===== src/verilog/redmule_defs.svh =====
// ~~~~~~~~~~~~~~~~~~~~~~~~~~~~~~
// RedMulE shared parameters
// Lane count, widths, register map and limits
// ~~~~~~~~~~~~~~~~~~~~~~~~~~~~~~
`ifndef REDMULE_DEFS_SVH
`define REDMULE_DEFS_SVH

`define REDMULE_LANES       4
`define REDMULE_ELEM_W      16
`define REDMULE_WORD_W      64
`define REDMULE_ADDR_W      32
`define REDMULE_REG_W       32
`define REDMULE_OFFS_W      8
`define REDMULE_MAX_M       15

// Index widths derived from the limits
`define REDMULE_ROW_W       $clog2(`REDMULE_MAX_M + 1)
`define REDMULE_KIDX_W      $clog2(`REDMULE_LANES)

// Peripheral register offsets in bytes
`define REDMULE_REG_X_ADDR  8'h00
`define REDMULE_REG_W_ADDR  8'h04
`define REDMULE_REG_Y_ADDR  8'h08
`define REDMULE_REG_Z_ADDR  8'h0C
`define REDMULE_REG_M_SIZE  8'h10
`define REDMULE_REG_K_SIZE  8'h14
`define REDMULE_REG_TRIGGER 8'h54
`define REDMULE_REG_STATUS  8'h58

`endif

===== src/verilog/redmule_mem_pkg.sv =====
// ~~~~~~~~~~~~~~~~~~~~~~~~~~~~~~
// RedMulE memory side types
// Elements, words and the shared memory port
// ~~~~~~~~~~~~~~~~~~~~~~~~~~~~~~
`include "redmule_defs.svh"

package redmule_mem_pkg;

  typedef logic signed [`REDMULE_ELEM_W-1:0] elem_t;

  // Lane 0 sits in the low bits
  typedef elem_t [`REDMULE_WORD_W/`REDMULE_ELEM_W-1:0] mem_word_t;

  typedef struct packed {
    logic                       req;
    logic                       we;
    logic [`REDMULE_ADDR_W-1:0] addr;
    mem_word_t                  wdata;
  } mem_req_t;

  typedef struct packed {
    logic      gnt;
    logic      r_valid;
    mem_word_t r_data;
  } mem_rsp_t;

  typedef enum logic [1:0] {
    OP_LOAD_W,
    OP_LOAD_X,
    OP_LOAD_Y,
    OP_STORE_Z
  } access_op_e;

endpackage


===== src/verilog/redmule_cfg_pkg.sv =====
// ~~~~~~~~~~~~~~~~~~~~~~~~~~~~~~
// RedMulE configuration types
// Peripheral port, job setup and scheduler states
// ~~~~~~~~~~~~~~~~~~~~~~~~~~~~~~
`include "redmule_defs.svh"

package redmule_cfg_pkg;

  typedef logic [`REDMULE_REG_W-1:0] reg_word_t;

  // Register port request, no grant needed
  typedef struct packed {
    logic                       req;
    logic                       we;
    logic [`REDMULE_OFFS_W-1:0] addr;
    reg_word_t                  wdata;
  } periph_req_t;

  typedef struct packed {
    logic      r_valid;
    reg_word_t r_data;
  } periph_rsp_t;

  // One job as programmed through the register file
  typedef struct packed {
    logic [`REDMULE_ADDR_W-1:0]   x_addr;
    logic [`REDMULE_ADDR_W-1:0]   w_addr;
    logic [`REDMULE_ADDR_W-1:0]   y_addr;
    logic [`REDMULE_ADDR_W-1:0]   z_addr;
    logic [`REDMULE_ROW_W-1:0]    m_size;
    logic [`REDMULE_KIDX_W:0]     k_size;
  } job_cfg_t;

  typedef enum logic [2:0] {
    IDLE,
    LOAD_W,
    LOAD_X,
    LOAD_Y,
    COMPUTE,
    STORE_Z,
    DONE
  } sched_state_e;

endpackage


===== src/verilog/redmule_top.sv =====
// ~~~~~~~~~~~~~~~~~~~~~~~~~~~~~~
// RedMulE top level
// Integer Z = X*W + Y accelerator
// ~~~~~~~~~~~~~~~~~~~~~~~~~~~~~~
`timescale 1ns/1ps
`include "redmule_defs.svh"

module redmule_top (
  input  logic                         clk_i,
  input  logic                         arst_n_i,
  input  redmule_cfg_pkg::periph_req_t periph_req_i,
  output redmule_cfg_pkg::periph_rsp_t periph_rsp_o,
  output redmule_mem_pkg::mem_req_t    mem_req_o,
  input  redmule_mem_pkg::mem_rsp_t    mem_rsp_i,
  output logic                         busy_o,
  output logic                         evt_o
);

  redmule_cfg_pkg::job_cfg_t   cfg;
  redmule_mem_pkg::access_op_e acc_op;
  redmule_mem_pkg::access_op_e load_op;
  redmule_mem_pkg::mem_word_t  load_data;
  redmule_mem_pkg::mem_word_t  z_row;
  logic [`REDMULE_ROW_W-1:0]   acc_row;
  logic [`REDMULE_KIDX_W-1:0]  mac_k;
  logic start;
  logic done;
  logic acc_cmd;
  logic acc_busy;
  logic acc_done;
  logic load_valid;
  logic mac_step;

  redmule_ctrl u_ctrl (
    .clk_i        ( clk_i        ),
    .arst_n_i     ( arst_n_i     ),
    .periph_req_i ( periph_req_i ),
    .periph_rsp_o ( periph_rsp_o ),
    .done_i       ( done         ),
    .start_o      ( start        ),
    .cfg_o        ( cfg          ),
    .busy_o       ( busy_o       ),
    .evt_o        ( evt_o        )
  );

  redmule_scheduler u_scheduler (
    .clk_i      ( clk_i    ),
    .arst_n_i   ( arst_n_i ),
    .start_i    ( start    ),
    .cfg_i      ( cfg      ),
    .acc_busy_i ( acc_busy ),
    .acc_done_i ( acc_done ),
    .acc_cmd_o  ( acc_cmd  ),
    .acc_op_o   ( acc_op   ),
    .acc_row_o  ( acc_row  ),
    .mac_step_o ( mac_step ),
    .mac_k_o    ( mac_k    ),
    .done_o     ( done     )
  );

  redmule_streamer u_streamer (
    .clk_i        ( clk_i      ),
    .arst_n_i     ( arst_n_i   ),
    .cfg_i        ( cfg        ),
    .acc_cmd_i    ( acc_cmd    ),
    .acc_op_i     ( acc_op     ),
    .acc_row_i    ( acc_row    ),
    .acc_busy_o   ( acc_busy   ),
    .acc_done_o   ( acc_done   ),
    .z_row_i      ( z_row      ),
    .mem_req_o    ( mem_req_o  ),
    .mem_rsp_i    ( mem_rsp_i  ),
    .load_op_o    ( load_op    ),
    .load_valid_o ( load_valid ),
    .load_data_o  ( load_data  )
  );

  // W row index is k, so only the low bits of the row matter here
  redmule_engine u_engine (
    .clk_i        ( clk_i                          ),
    .arst_n_i     ( arst_n_i                       ),
    .load_valid_i ( load_valid                     ),
    .load_op_i    ( load_op                        ),
    .load_row_i   ( acc_row[`REDMULE_KIDX_W-1:0]   ),
    .load_data_i  ( load_data                      ),
    .mac_step_i   ( mac_step                       ),
    .mac_k_i      ( mac_k                          ),
    .z_row_o      ( z_row                          )
  );

endmodule


===== src/verilog/redmule_engine.sv =====
// ~~~~~~~~~~~~~~~~~~~~~~~~~~~~~~
// RedMulE engine
// W buffer, X row and a row of integer MAC lanes
// ~~~~~~~~~~~~~~~~~~~~~~~~~~~~~~
`timescale 1ns/1ps
`include "redmule_defs.svh"

module redmule_engine (
  input  logic                        clk_i,
  input  logic                        arst_n_i,
  input  logic                        load_valid_i,
  input  redmule_mem_pkg::access_op_e load_op_i,
  input  logic [`REDMULE_KIDX_W-1:0]  load_row_i,
  input  redmule_mem_pkg::mem_word_t  load_data_i,
  input  logic                        mac_step_i,
  input  logic [`REDMULE_KIDX_W-1:0]  mac_k_i,
  output redmule_mem_pkg::mem_word_t  z_row_o
);

  redmule_mem_pkg::mem_word_t w_buf_q [`REDMULE_LANES];
  redmule_mem_pkg::mem_word_t x_row_q;
  redmule_mem_pkg::mem_word_t w_k;
  redmule_mem_pkg::elem_t     x_k;
  redmule_mem_pkg::elem_t     acc_q [`REDMULE_LANES];
  logic load_w;
  logic load_x;
  logic load_y;

  assign load_w = load_valid_i && (load_op_i == redmule_mem_pkg::OP_LOAD_W);
  assign load_x = load_valid_i && (load_op_i == redmule_mem_pkg::OP_LOAD_X);
  assign load_y = load_valid_i && (load_op_i == redmule_mem_pkg::OP_LOAD_Y);

  always_ff @(posedge clk_i) begin
    if (load_w) begin
      w_buf_q[load_row_i] <= load_data_i;
    end
    if (load_x) begin
      x_row_q <= load_data_i;
    end
  end

  // X[k] is broadcast to every lane, lane n takes W[k][n]
  assign x_k = x_row_q[mac_k_i];
  assign w_k = w_buf_q[mac_k_i];

  for (genvar n = 0; n < `REDMULE_LANES; n++) begin : gen_lane
    // Y preloads the accumulator, sums wrap at 16 bits
    always_ff @(posedge clk_i or negedge arst_n_i) begin
      if (!arst_n_i) begin
        acc_q[n] <= '0;
      end else if (load_y) begin
        acc_q[n] <= load_data_i[n];
      end else if (mac_step_i) begin
        acc_q[n] <= acc_q[n] + x_k * w_k[n];
      end
    end

    assign z_row_o[n] = acc_q[n];
  end

endmodule


===== src/verilog/redmule_streamer.sv =====
// ~~~~~~~~~~~~~~~~~~~~~~~~~~~~~~
// RedMulE streamer
// Address generation and memory port handshake
// ~~~~~~~~~~~~~~~~~~~~~~~~~~~~~~
`timescale 1ns/1ps
`include "redmule_defs.svh"

module redmule_streamer (
  input  logic                        clk_i,
  input  logic                        arst_n_i,
  input  redmule_cfg_pkg::job_cfg_t   cfg_i,
  input  logic                        acc_cmd_i,
  input  redmule_mem_pkg::access_op_e acc_op_i,
  input  logic [`REDMULE_ROW_W-1:0]   acc_row_i,
  output logic                        acc_busy_o,
  output logic                        acc_done_o,
  input  redmule_mem_pkg::mem_word_t  z_row_i,
  output redmule_mem_pkg::mem_req_t   mem_req_o,
  input  redmule_mem_pkg::mem_rsp_t   mem_rsp_i,
  output redmule_mem_pkg::access_op_e load_op_o,
  output logic                        load_valid_o,
  output redmule_mem_pkg::mem_word_t  load_data_o
);

  redmule_mem_pkg::access_op_e op_q;
  redmule_mem_pkg::mem_word_t  wdata_q;
  logic [`REDMULE_ADDR_W-1:0]  base;
  logic [`REDMULE_ADDR_W-1:0]  addr_q;
  logic req_q;
  logic wait_q;
  logic is_store;
  logic granted;

  assign is_store = (op_q == redmule_mem_pkg::OP_STORE_Z);
  assign granted  = req_q && mem_rsp_i.gnt;

  always_comb begin
    case (acc_op_i)
      redmule_mem_pkg::OP_LOAD_W: base = cfg_i.w_addr;
      redmule_mem_pkg::OP_LOAD_X: base = cfg_i.x_addr;
      redmule_mem_pkg::OP_LOAD_Y: base = cfg_i.y_addr;
      default:                    base = cfg_i.z_addr;
    endcase
  end

  always_ff @(posedge clk_i or negedge arst_n_i) begin
    if (!arst_n_i) begin
      req_q  <= 1'b0;
      wait_q <= 1'b0;
      op_q   <= redmule_mem_pkg::OP_LOAD_W;
    end else begin
      if (acc_cmd_i) begin
        req_q <= 1'b1;
        op_q  <= acc_op_i;
      end else if (granted) begin
        req_q <= 1'b0;
      end
      // Loads wait one more cycle for the read data
      if (granted && !is_store) begin
        wait_q <= 1'b1;
      end else if (mem_rsp_i.r_valid) begin
        wait_q <= 1'b0;
      end
    end
  end

  // One 64-bit word per row, so rows are 8 bytes apart
  always_ff @(posedge clk_i) begin
    if (acc_cmd_i) begin
      addr_q  <= base + (`REDMULE_ADDR_W'(acc_row_i) << 3);
      wdata_q <= z_row_i;
    end
  end

  assign mem_req_o.req   = req_q;
  assign mem_req_o.we    = req_q && is_store;
  assign mem_req_o.addr  = addr_q;
  assign mem_req_o.wdata = wdata_q;

  assign load_valid_o = wait_q && mem_rsp_i.r_valid;
  assign load_op_o    = op_q;
  assign load_data_o  = mem_rsp_i.r_data;

  assign acc_busy_o = req_q || wait_q;
  assign acc_done_o = (granted && is_store) || load_valid_o;

endmodule


===== src/verilog/redmule_scheduler.sv =====
// ~~~~~~~~~~~~~~~~~~~~~~~~~~~~~~
// RedMulE job scheduler
// Orders W, X, Y loads, MAC steps and Z stores
// ~~~~~~~~~~~~~~~~~~~~~~~~~~~~~~
`timescale 1ns/1ps
`include "redmule_defs.svh"

module redmule_scheduler (
  input  logic                           clk_i,
  input  logic                           arst_n_i,
  input  logic                           start_i,
  input  redmule_cfg_pkg::job_cfg_t      cfg_i,
  input  logic                           acc_busy_i,
  input  logic                           acc_done_i,
  output logic                           acc_cmd_o,
  output redmule_mem_pkg::access_op_e    acc_op_o,
  output logic [`REDMULE_ROW_W-1:0]      acc_row_o,
  output logic                           mac_step_o,
  output logic [`REDMULE_KIDX_W-1:0]     mac_k_o,
  output logic                           done_o
);

  redmule_cfg_pkg::sched_state_e state_q;
  logic [`REDMULE_ROW_W-1:0]  row_q;
  logic [`REDMULE_KIDX_W-1:0] k_q;
  logic acc_pend_q;
  logic in_access;
  logic k_last;
  logic m_last;

  assign k_last = ({1'b0, k_q} == cfg_i.k_size - 1'b1);
  assign m_last = (row_q == cfg_i.m_size - 1'b1);

  assign in_access = state_q inside {redmule_cfg_pkg::LOAD_W, redmule_cfg_pkg::LOAD_X,
                                     redmule_cfg_pkg::LOAD_Y, redmule_cfg_pkg::STORE_Z};

  // One access at a time, held back until the streamer is free
  assign acc_cmd_o = in_access && !acc_pend_q && !acc_busy_i;

  always_comb begin
    case (state_q)
      redmule_cfg_pkg::LOAD_W:  acc_op_o = redmule_mem_pkg::OP_LOAD_W;
      redmule_cfg_pkg::LOAD_Y:  acc_op_o = redmule_mem_pkg::OP_LOAD_Y;
      redmule_cfg_pkg::STORE_Z: acc_op_o = redmule_mem_pkg::OP_STORE_Z;
      default:                  acc_op_o = redmule_mem_pkg::OP_LOAD_X;
    endcase
  end

  // W rows are indexed by k, everything else by the output row
  assign acc_row_o  = (state_q == redmule_cfg_pkg::LOAD_W) ?
                      {{(`REDMULE_ROW_W - `REDMULE_KIDX_W){1'b0}}, k_q} : row_q;
  assign mac_step_o = (state_q == redmule_cfg_pkg::COMPUTE);
  assign mac_k_o    = k_q;
  assign done_o     = (state_q == redmule_cfg_pkg::DONE);

  always_ff @(posedge clk_i or negedge arst_n_i) begin
    if (!arst_n_i) begin
      state_q    <= redmule_cfg_pkg::IDLE;
      row_q      <= '0;
      k_q        <= '0;
      acc_pend_q <= 1'b0;
    end else begin
      if (acc_cmd_o) begin
        acc_pend_q <= 1'b1;
      end else if (acc_done_i) begin
        acc_pend_q <= 1'b0;
      end
      case (state_q)
        redmule_cfg_pkg::IDLE: begin
          if (start_i) begin
            row_q   <= '0;
            k_q     <= '0;
            state_q <= redmule_cfg_pkg::LOAD_W;
          end
        end
        redmule_cfg_pkg::LOAD_W: begin
          if (acc_done_i) begin
            if (k_last) begin
              k_q     <= '0;
              state_q <= redmule_cfg_pkg::LOAD_X;
            end else begin
              k_q <= k_q + 1'b1;
            end
          end
        end
        redmule_cfg_pkg::LOAD_X: begin
          if (acc_done_i) state_q <= redmule_cfg_pkg::LOAD_Y;
        end
        redmule_cfg_pkg::LOAD_Y: begin
          if (acc_done_i) state_q <= redmule_cfg_pkg::COMPUTE;
        end
        // One MAC step per cycle over k
        redmule_cfg_pkg::COMPUTE: begin
          if (k_last) begin
            k_q     <= '0;
            state_q <= redmule_cfg_pkg::STORE_Z;
          end else begin
            k_q <= k_q + 1'b1;
          end
        end
        redmule_cfg_pkg::STORE_Z: begin
          if (acc_done_i) begin
            if (m_last) begin
              state_q <= redmule_cfg_pkg::DONE;
            end else begin
              row_q   <= row_q + 1'b1;
              state_q <= redmule_cfg_pkg::LOAD_X;
            end
          end
        end
        default: state_q <= redmule_cfg_pkg::IDLE;
      endcase
    end
  end

endmodule


===== src/verilog/redmule_ctrl.sv =====
// ~~~~~~~~~~~~~~~~~~~~~~~~~~~~~~
// RedMulE controller
// Register file, job trigger, busy and done event
// ~~~~~~~~~~~~~~~~~~~~~~~~~~~~~~
`timescale 1ns/1ps
`include "redmule_defs.svh"

module redmule_ctrl (
  input  logic                         clk_i,
  input  logic                         arst_n_i,
  input  redmule_cfg_pkg::periph_req_t periph_req_i,
  output redmule_cfg_pkg::periph_rsp_t periph_rsp_o,
  input  logic                         done_i,
  output logic                         start_o,
  output redmule_cfg_pkg::job_cfg_t    cfg_o,
  output logic                         busy_o,
  output logic                         evt_o
);

  redmule_cfg_pkg::job_cfg_t  cfg_q;
  redmule_cfg_pkg::reg_word_t rdata_d;
  redmule_cfg_pkg::reg_word_t rdata_q;
  logic write_en;
  logic read_en;
  logic busy_q;
  logic evt_q;
  logic rvalid_q;

  assign write_en = periph_req_i.req && periph_req_i.we;
  assign read_en  = periph_req_i.req && !periph_req_i.we;

  // Trigger only counts while no job is running
  assign start_o = write_en && (periph_req_i.addr == `REDMULE_REG_TRIGGER) && !busy_q;

  always_ff @(posedge clk_i or negedge arst_n_i) begin
    if (!arst_n_i) begin
      cfg_q <= '0;
    end else if (write_en) begin
      case (periph_req_i.addr)
        `REDMULE_REG_X_ADDR: cfg_q.x_addr <= periph_req_i.wdata;
        `REDMULE_REG_W_ADDR: cfg_q.w_addr <= periph_req_i.wdata;
        `REDMULE_REG_Y_ADDR: cfg_q.y_addr <= periph_req_i.wdata;
        `REDMULE_REG_Z_ADDR: cfg_q.z_addr <= periph_req_i.wdata;
        `REDMULE_REG_M_SIZE: cfg_q.m_size <= periph_req_i.wdata[`REDMULE_ROW_W-1:0];
        `REDMULE_REG_K_SIZE: cfg_q.k_size <= periph_req_i.wdata[`REDMULE_KIDX_W:0];
        default: ;
      endcase
    end
  end

  always_comb begin
    case (periph_req_i.addr)
      `REDMULE_REG_X_ADDR: rdata_d = cfg_q.x_addr;
      `REDMULE_REG_W_ADDR: rdata_d = cfg_q.w_addr;
      `REDMULE_REG_Y_ADDR: rdata_d = cfg_q.y_addr;
      `REDMULE_REG_Z_ADDR: rdata_d = cfg_q.z_addr;
      `REDMULE_REG_M_SIZE: rdata_d = redmule_cfg_pkg::reg_word_t'(cfg_q.m_size);
      `REDMULE_REG_K_SIZE: rdata_d = redmule_cfg_pkg::reg_word_t'(cfg_q.k_size);
      `REDMULE_REG_STATUS: rdata_d = redmule_cfg_pkg::reg_word_t'(busy_q);
      default:             rdata_d = '0;
    endcase
  end

  // Busy rises after the trigger and drops with the event
  always_ff @(posedge clk_i or negedge arst_n_i) begin
    if (!arst_n_i) begin
      busy_q   <= 1'b0;
      evt_q    <= 1'b0;
      rvalid_q <= 1'b0;
    end else begin
      if (start_o) begin
        busy_q <= 1'b1;
      end else if (done_i) begin
        busy_q <= 1'b0;
      end
      evt_q    <= done_i && busy_q;
      rvalid_q <= read_en;
    end
  end

  always_ff @(posedge clk_i) begin
    if (read_en) begin
      rdata_q <= rdata_d;
    end
  end

  assign periph_rsp_o.r_valid = rvalid_q;
  assign periph_rsp_o.r_data  = rdata_q;
  assign cfg_o  = cfg_q;
  assign busy_o = busy_q;
  assign evt_o  = evt_q;

endmodule


===== config.mk =====
export PLATFORM = sky130hd
export DESIGN_NAME = redmule_top
export DESIGN_NICKNAME = d
export VERILOG_FILES = /design/src/verilog/redmule_mem_pkg.sv /design/src/verilog/redmule_cfg_pkg.sv /design/src/verilog/redmule_top.sv /design/src/verilog/redmule_engine.sv /design/src/verilog/redmule_streamer.sv /design/src/verilog/redmule_scheduler.sv /design/src/verilog/redmule_ctrl.sv
export VERILOG_INCLUDE_DIRS = /design/src /design/src/verilog
export SDC_FILE = /design/constraint.sdc
export NUM_CORES = 2
export LEC_CHECK = 0
export BUFFER_PORTS_ARGS = -buffer_cell sky130_fd_sc_hd__buf_2
export CELL_PAD_IN_SITES_DETAIL_PLACEMENT = 1
export CELL_PAD_IN_SITES_GLOBAL_PLACEMENT = 2
export CORE_MARGIN = 4
export CORE_UTILIZATION = 30
export CTS_CLUSTER_SIZE = 40
export DETAILED_ROUTE_END_ITERATION = 12
export GPL_ROUTABILITY_DRIVEN = 0
export HOLD_SLACK_MARGIN = 0.02
export PLACE_DENSITY_LB_ADDON = 0.1
export SYNTH_ARGS = -nofsm -noshare
export SYNTH_HDL_FRONTEND = slang
export SYNTH_SLANG_ARGS = --single-unit

===== constraint.sdc =====
create_clock -name clk_i -period 9 [get_ports clk_i]
set_input_delay 1.35 -clock clk_i [delete_from_list [all_inputs] [get_ports clk_i]]
set_output_delay 1.35 -clock clk_i [all_outputs]
set_load 0.01 [all_outputs]

==> results.tsv <==
metric	value	unit
cts_buffers	85	
reg2reg_from	u_scheduler.mac_k_o[1]	
drv_slew	0	
yosys.cell_types.count	62	
postSynth.asyncResetShare	32.5	%
initial_core_util	30.3	%
clkTransAtPathRegs	0.06	ns
synth-xor-area-share	3.91	%
cts.htree.levels	3	
crit_buf_inv	5	
max_stage_delay	0.93	ns
required	9.55	ns
clkLatencyLatePin	0.71	ns
overflow	0	
drc	0	
clock-sinks	664	
grt_pass1_wl	241	mm
p_leak	23.0	nW
outcome	complete, no violations	
post-route-min-period	7.69	ns
ant_nets	0	
fmax	130	MHz
routed_via_density	4.77	
yosysSeqAreaShare	41.3	%
power_density	403	nW/um^2
max-slew-margin-rel	16.1	%
crit_type	reg -> reg	
ys.warnings.count	0	
wl	166	mm
clockBufferDepth	3	
fin_tns_setup	0	ns
fin_skew	0.0358	ns
synth_nets	4796	
synth_mux_area_share	9.50	%
peakVddDrop	0.000363	V
synth_edf_count	448	
hold_class	reg -> reg	
die_y	398	um
cts_hold_buf	0	
dr_total_vias	30400	
grt_pass1_vias	33800	
path_delay_family	adder cells	
synth-compound-area-share	5.12	%
yosys.area_share.adder	23.8	%
synth_cells	4042	
pin_count	243	
period_share	85.5	%
drt_iter0_drc	1254	
drive_gt1_share	17.0	%
path_cells	mux2_2 > o21ai_2 > buf_4 > nor2_1 > fa_1 > inv_1 > fa_1 > inv_1 > ha_1 > ha_1 > fa_1 > inv_1 > fa_1 > inv_1 > ha_1 > o21a_1 > nor2_1 > a21oi_1 > nand4_1 > a31oi_1 > xnor3_1 > nor2_1 > o21ai_0	
crit_start	u_scheduler.mac_k_o[1]	
finalPower	21.1	mW
dieArea	159000	um^2
track_usage	21.0	%
first_pass_iters	5	
core_area	151000	um^2
cts_root_buf	clkbuf_16	
crit_fanout	47	
cts_tree	done	
layout_common_cells	inv_1 (707), edfxtp_1 (448), nor2_1 (396), fa_1 (373), nand2_1 (347)	
rows	142	
synth_top_family_by_area	adder cells	
postCtsSetupBuffers	0	
dominantRegCellSynth	edfxtp_1	
worst_pin_slew	1.26	ns
end_kind	flop	
grt_max_degree	75	
regToRegSetupSlack	1.31	ns
wire_per_inst	26.1	um
critical_path_arrival	8.24	ns
setup_viol	0	
hold_start	u_scheduler.acc_pend_q	
finalHoldViolCount	0	
layout_commonest_cell	inv_1	
cts_resized	0	
antenna_found_initial	20	
ys_ff_latch	664	
die_w	398	um
maxCapViolCount	0	
hpwl	123	mm
synthesis.area	45700	um^2
synthSimpleGateAreaFrac	9.06	%
start_kind	flop	
cp_slowest_cell	o21ai_2	
synth.avg_cell_area	11.3	um^2
final_nets	5036	
rsz0062_at_grt	false	
portBuffers	242	
areaGrowthSynthToFinish	14.6	%
-- registers in the layout, indices dropped and copies added (netlist names) --
register and cells:
u_scheduler.mac_k_o 2, u_engine.x_row_q 64, u_streamer.mem_req_o 64, u_streamer.req_q 1, u_ctrl.rdata_q 32, u_scheduler.state_q 3
u_ctrl.busy_o 1, u_engine.w_buf_q 256, u_ctrl.cfg_o 135, u_scheduler.row_q 4, u_engine.z_row_o 64, u_streamer.wait_q 1
u_ctrl.rvalid_q 1, u_streamer.load_op_o 2, u_scheduler.acc_pend_q 1, u_streamer.addr_q 32, u_ctrl.evt_o 1
-- synthesized netlist by cell type, types with 5 or more instances --
| library cell | instances | share of area, % |
|---|---|---|
| a21o_1 | 12 | 0.20 |
| a21oi_1 | 93 | 1.0 |
| a22o_1 | 9 | 0.17 |
| a22oi_1 | 68 | 1.1 |
| a31oi_1 | 25 | 0.34 |
| and2_1 | 49 | 0.67 |
| and3_1 | 14 | 0.19 |
| buf_1 | 18 | 0.15 |
| buf_2 | 26 | 0.28 |
| buf_4 | 13 | 0.21 |
| clkbuf_1 | 104 | 0.85 |
| dfrtp_1 | 216 | 12 |
| edfxtp_1 | 448 | 29 |
| fa_1 | 373 | 16 |
| ha_1 | 271 | 7.4 |
| inv_1 | 707 | 5.8 |
| mux2_2 | 187 | 4.6 |
| mux2i_1 | 95 | 2.1 |
| mux4_2 | 57 | 2.8 |
| nand2_1 | 348 | 2.9 |
| nand2b_1 | 20 | 0.27 |
| nand3_1 | 12 | 0.13 |
| nand3b_1 | 15 | 0.25 |
| nand4_1 | 7 | 0.096 |
| nor2_1 | 404 | 3.3 |
| nor2b_1 | 19 | 0.26 |
| nor3_1 | 27 | 0.30 |
| nor4_1 | 5 | 0.068 |
| o2111ai_1 | 5 | 0.096 |
| o21a_1 | 15 | 0.25 |
| o21ai_0 | 58 | 0.64 |
| o21ai_1 | 17 | 0.19 |
| o21bai_1 | 9 | 0.15 |
| o22ai_1 | 27 | 0.37 |
| or2_2 | 21 | 0.29 |
| or3_1 | 9 | 0.12 |
| xnor2_1 | 147 | 2.8 |
| xnor3_1 | 5 | 0.25 |
| xor2_1 | 44 | 0.84 |
-- cell families after synthesis --
logic type      count (synthesis)
compound gates                367
flops                         664
simple gates                  961
fa+ha+maj                     644
xor+xnor                      196
buf+inv                       871
mux                           339
-- per-stage QoR --
stage / area, um^2 / hold slack (ns) / utilization, % / std cells / setup WS, ns
detailed placement: 49500 / 0.476 / 32.8 / 6211 / 1.18
global placement: 49500 / 0.465 / 32.8 / 6211 / 1.26
floorplan: 45700 / 0.445 / - / 4042 / 2.09
finish: 52400 / 0.487 / 34.8 / 6378 / 1.31
CTS: 52400 / 0.491 / 34.7 / 6368 / 1.15
global route: 52400 / 0.502 / 34.7 / 6369 / 0.911
-- per-layer routing --
layer  track usage [%]  share of wire, %  vias up
li1                  -                 -    13800
met1              24.6                39    15900
met2              40.0                54      507
met3              2.67               3.5      225
met4              6.07               3.3       10
met5                 0             0.045        -
-- worst paths after layout --
path	to	cells past startpoint
worst max register to register	u_engine.z_row_o[47]	23
max in group asynchronous	u_engine.z_row_o[21]	3
worst min-delay path	u_scheduler.acc_pend_q	1
min in group asynchronous	u_ctrl.cfg_o[31]	1
worst max-delay path	u_engine.z_row_o[47]	23
worst min register to register	u_scheduler.acc_pend_q	1
-- cell type report --
class                   count  area (um^2)
inverters                 707         2650
multi-input cells        2507        23600
diodes                     10         25.0
flip-flops and latches    664        18900
well taps                2016         2520
clock inverters            41          542
clock buffers             116         2320
repair buffers            317         1820
fillers                 16500        98300
-- power by group --
| part | switching [mW] | leakage (nW) | internal (mW) | total (mW) |
|---|---|---|---|---|
| Combinational | 7.75 | 14.9 | 6.05 | 13.8 |
| Sequential | 0.225 | 6.77 | 3.49 | 3.71 |
| Clock | 1.47 | 1.38 | 2.11 | 3.58 |
| Total | 9.44 | 23.0 | 11.6 | 21.1 |
Note: power is estimated with default switching activity, not from simulation.
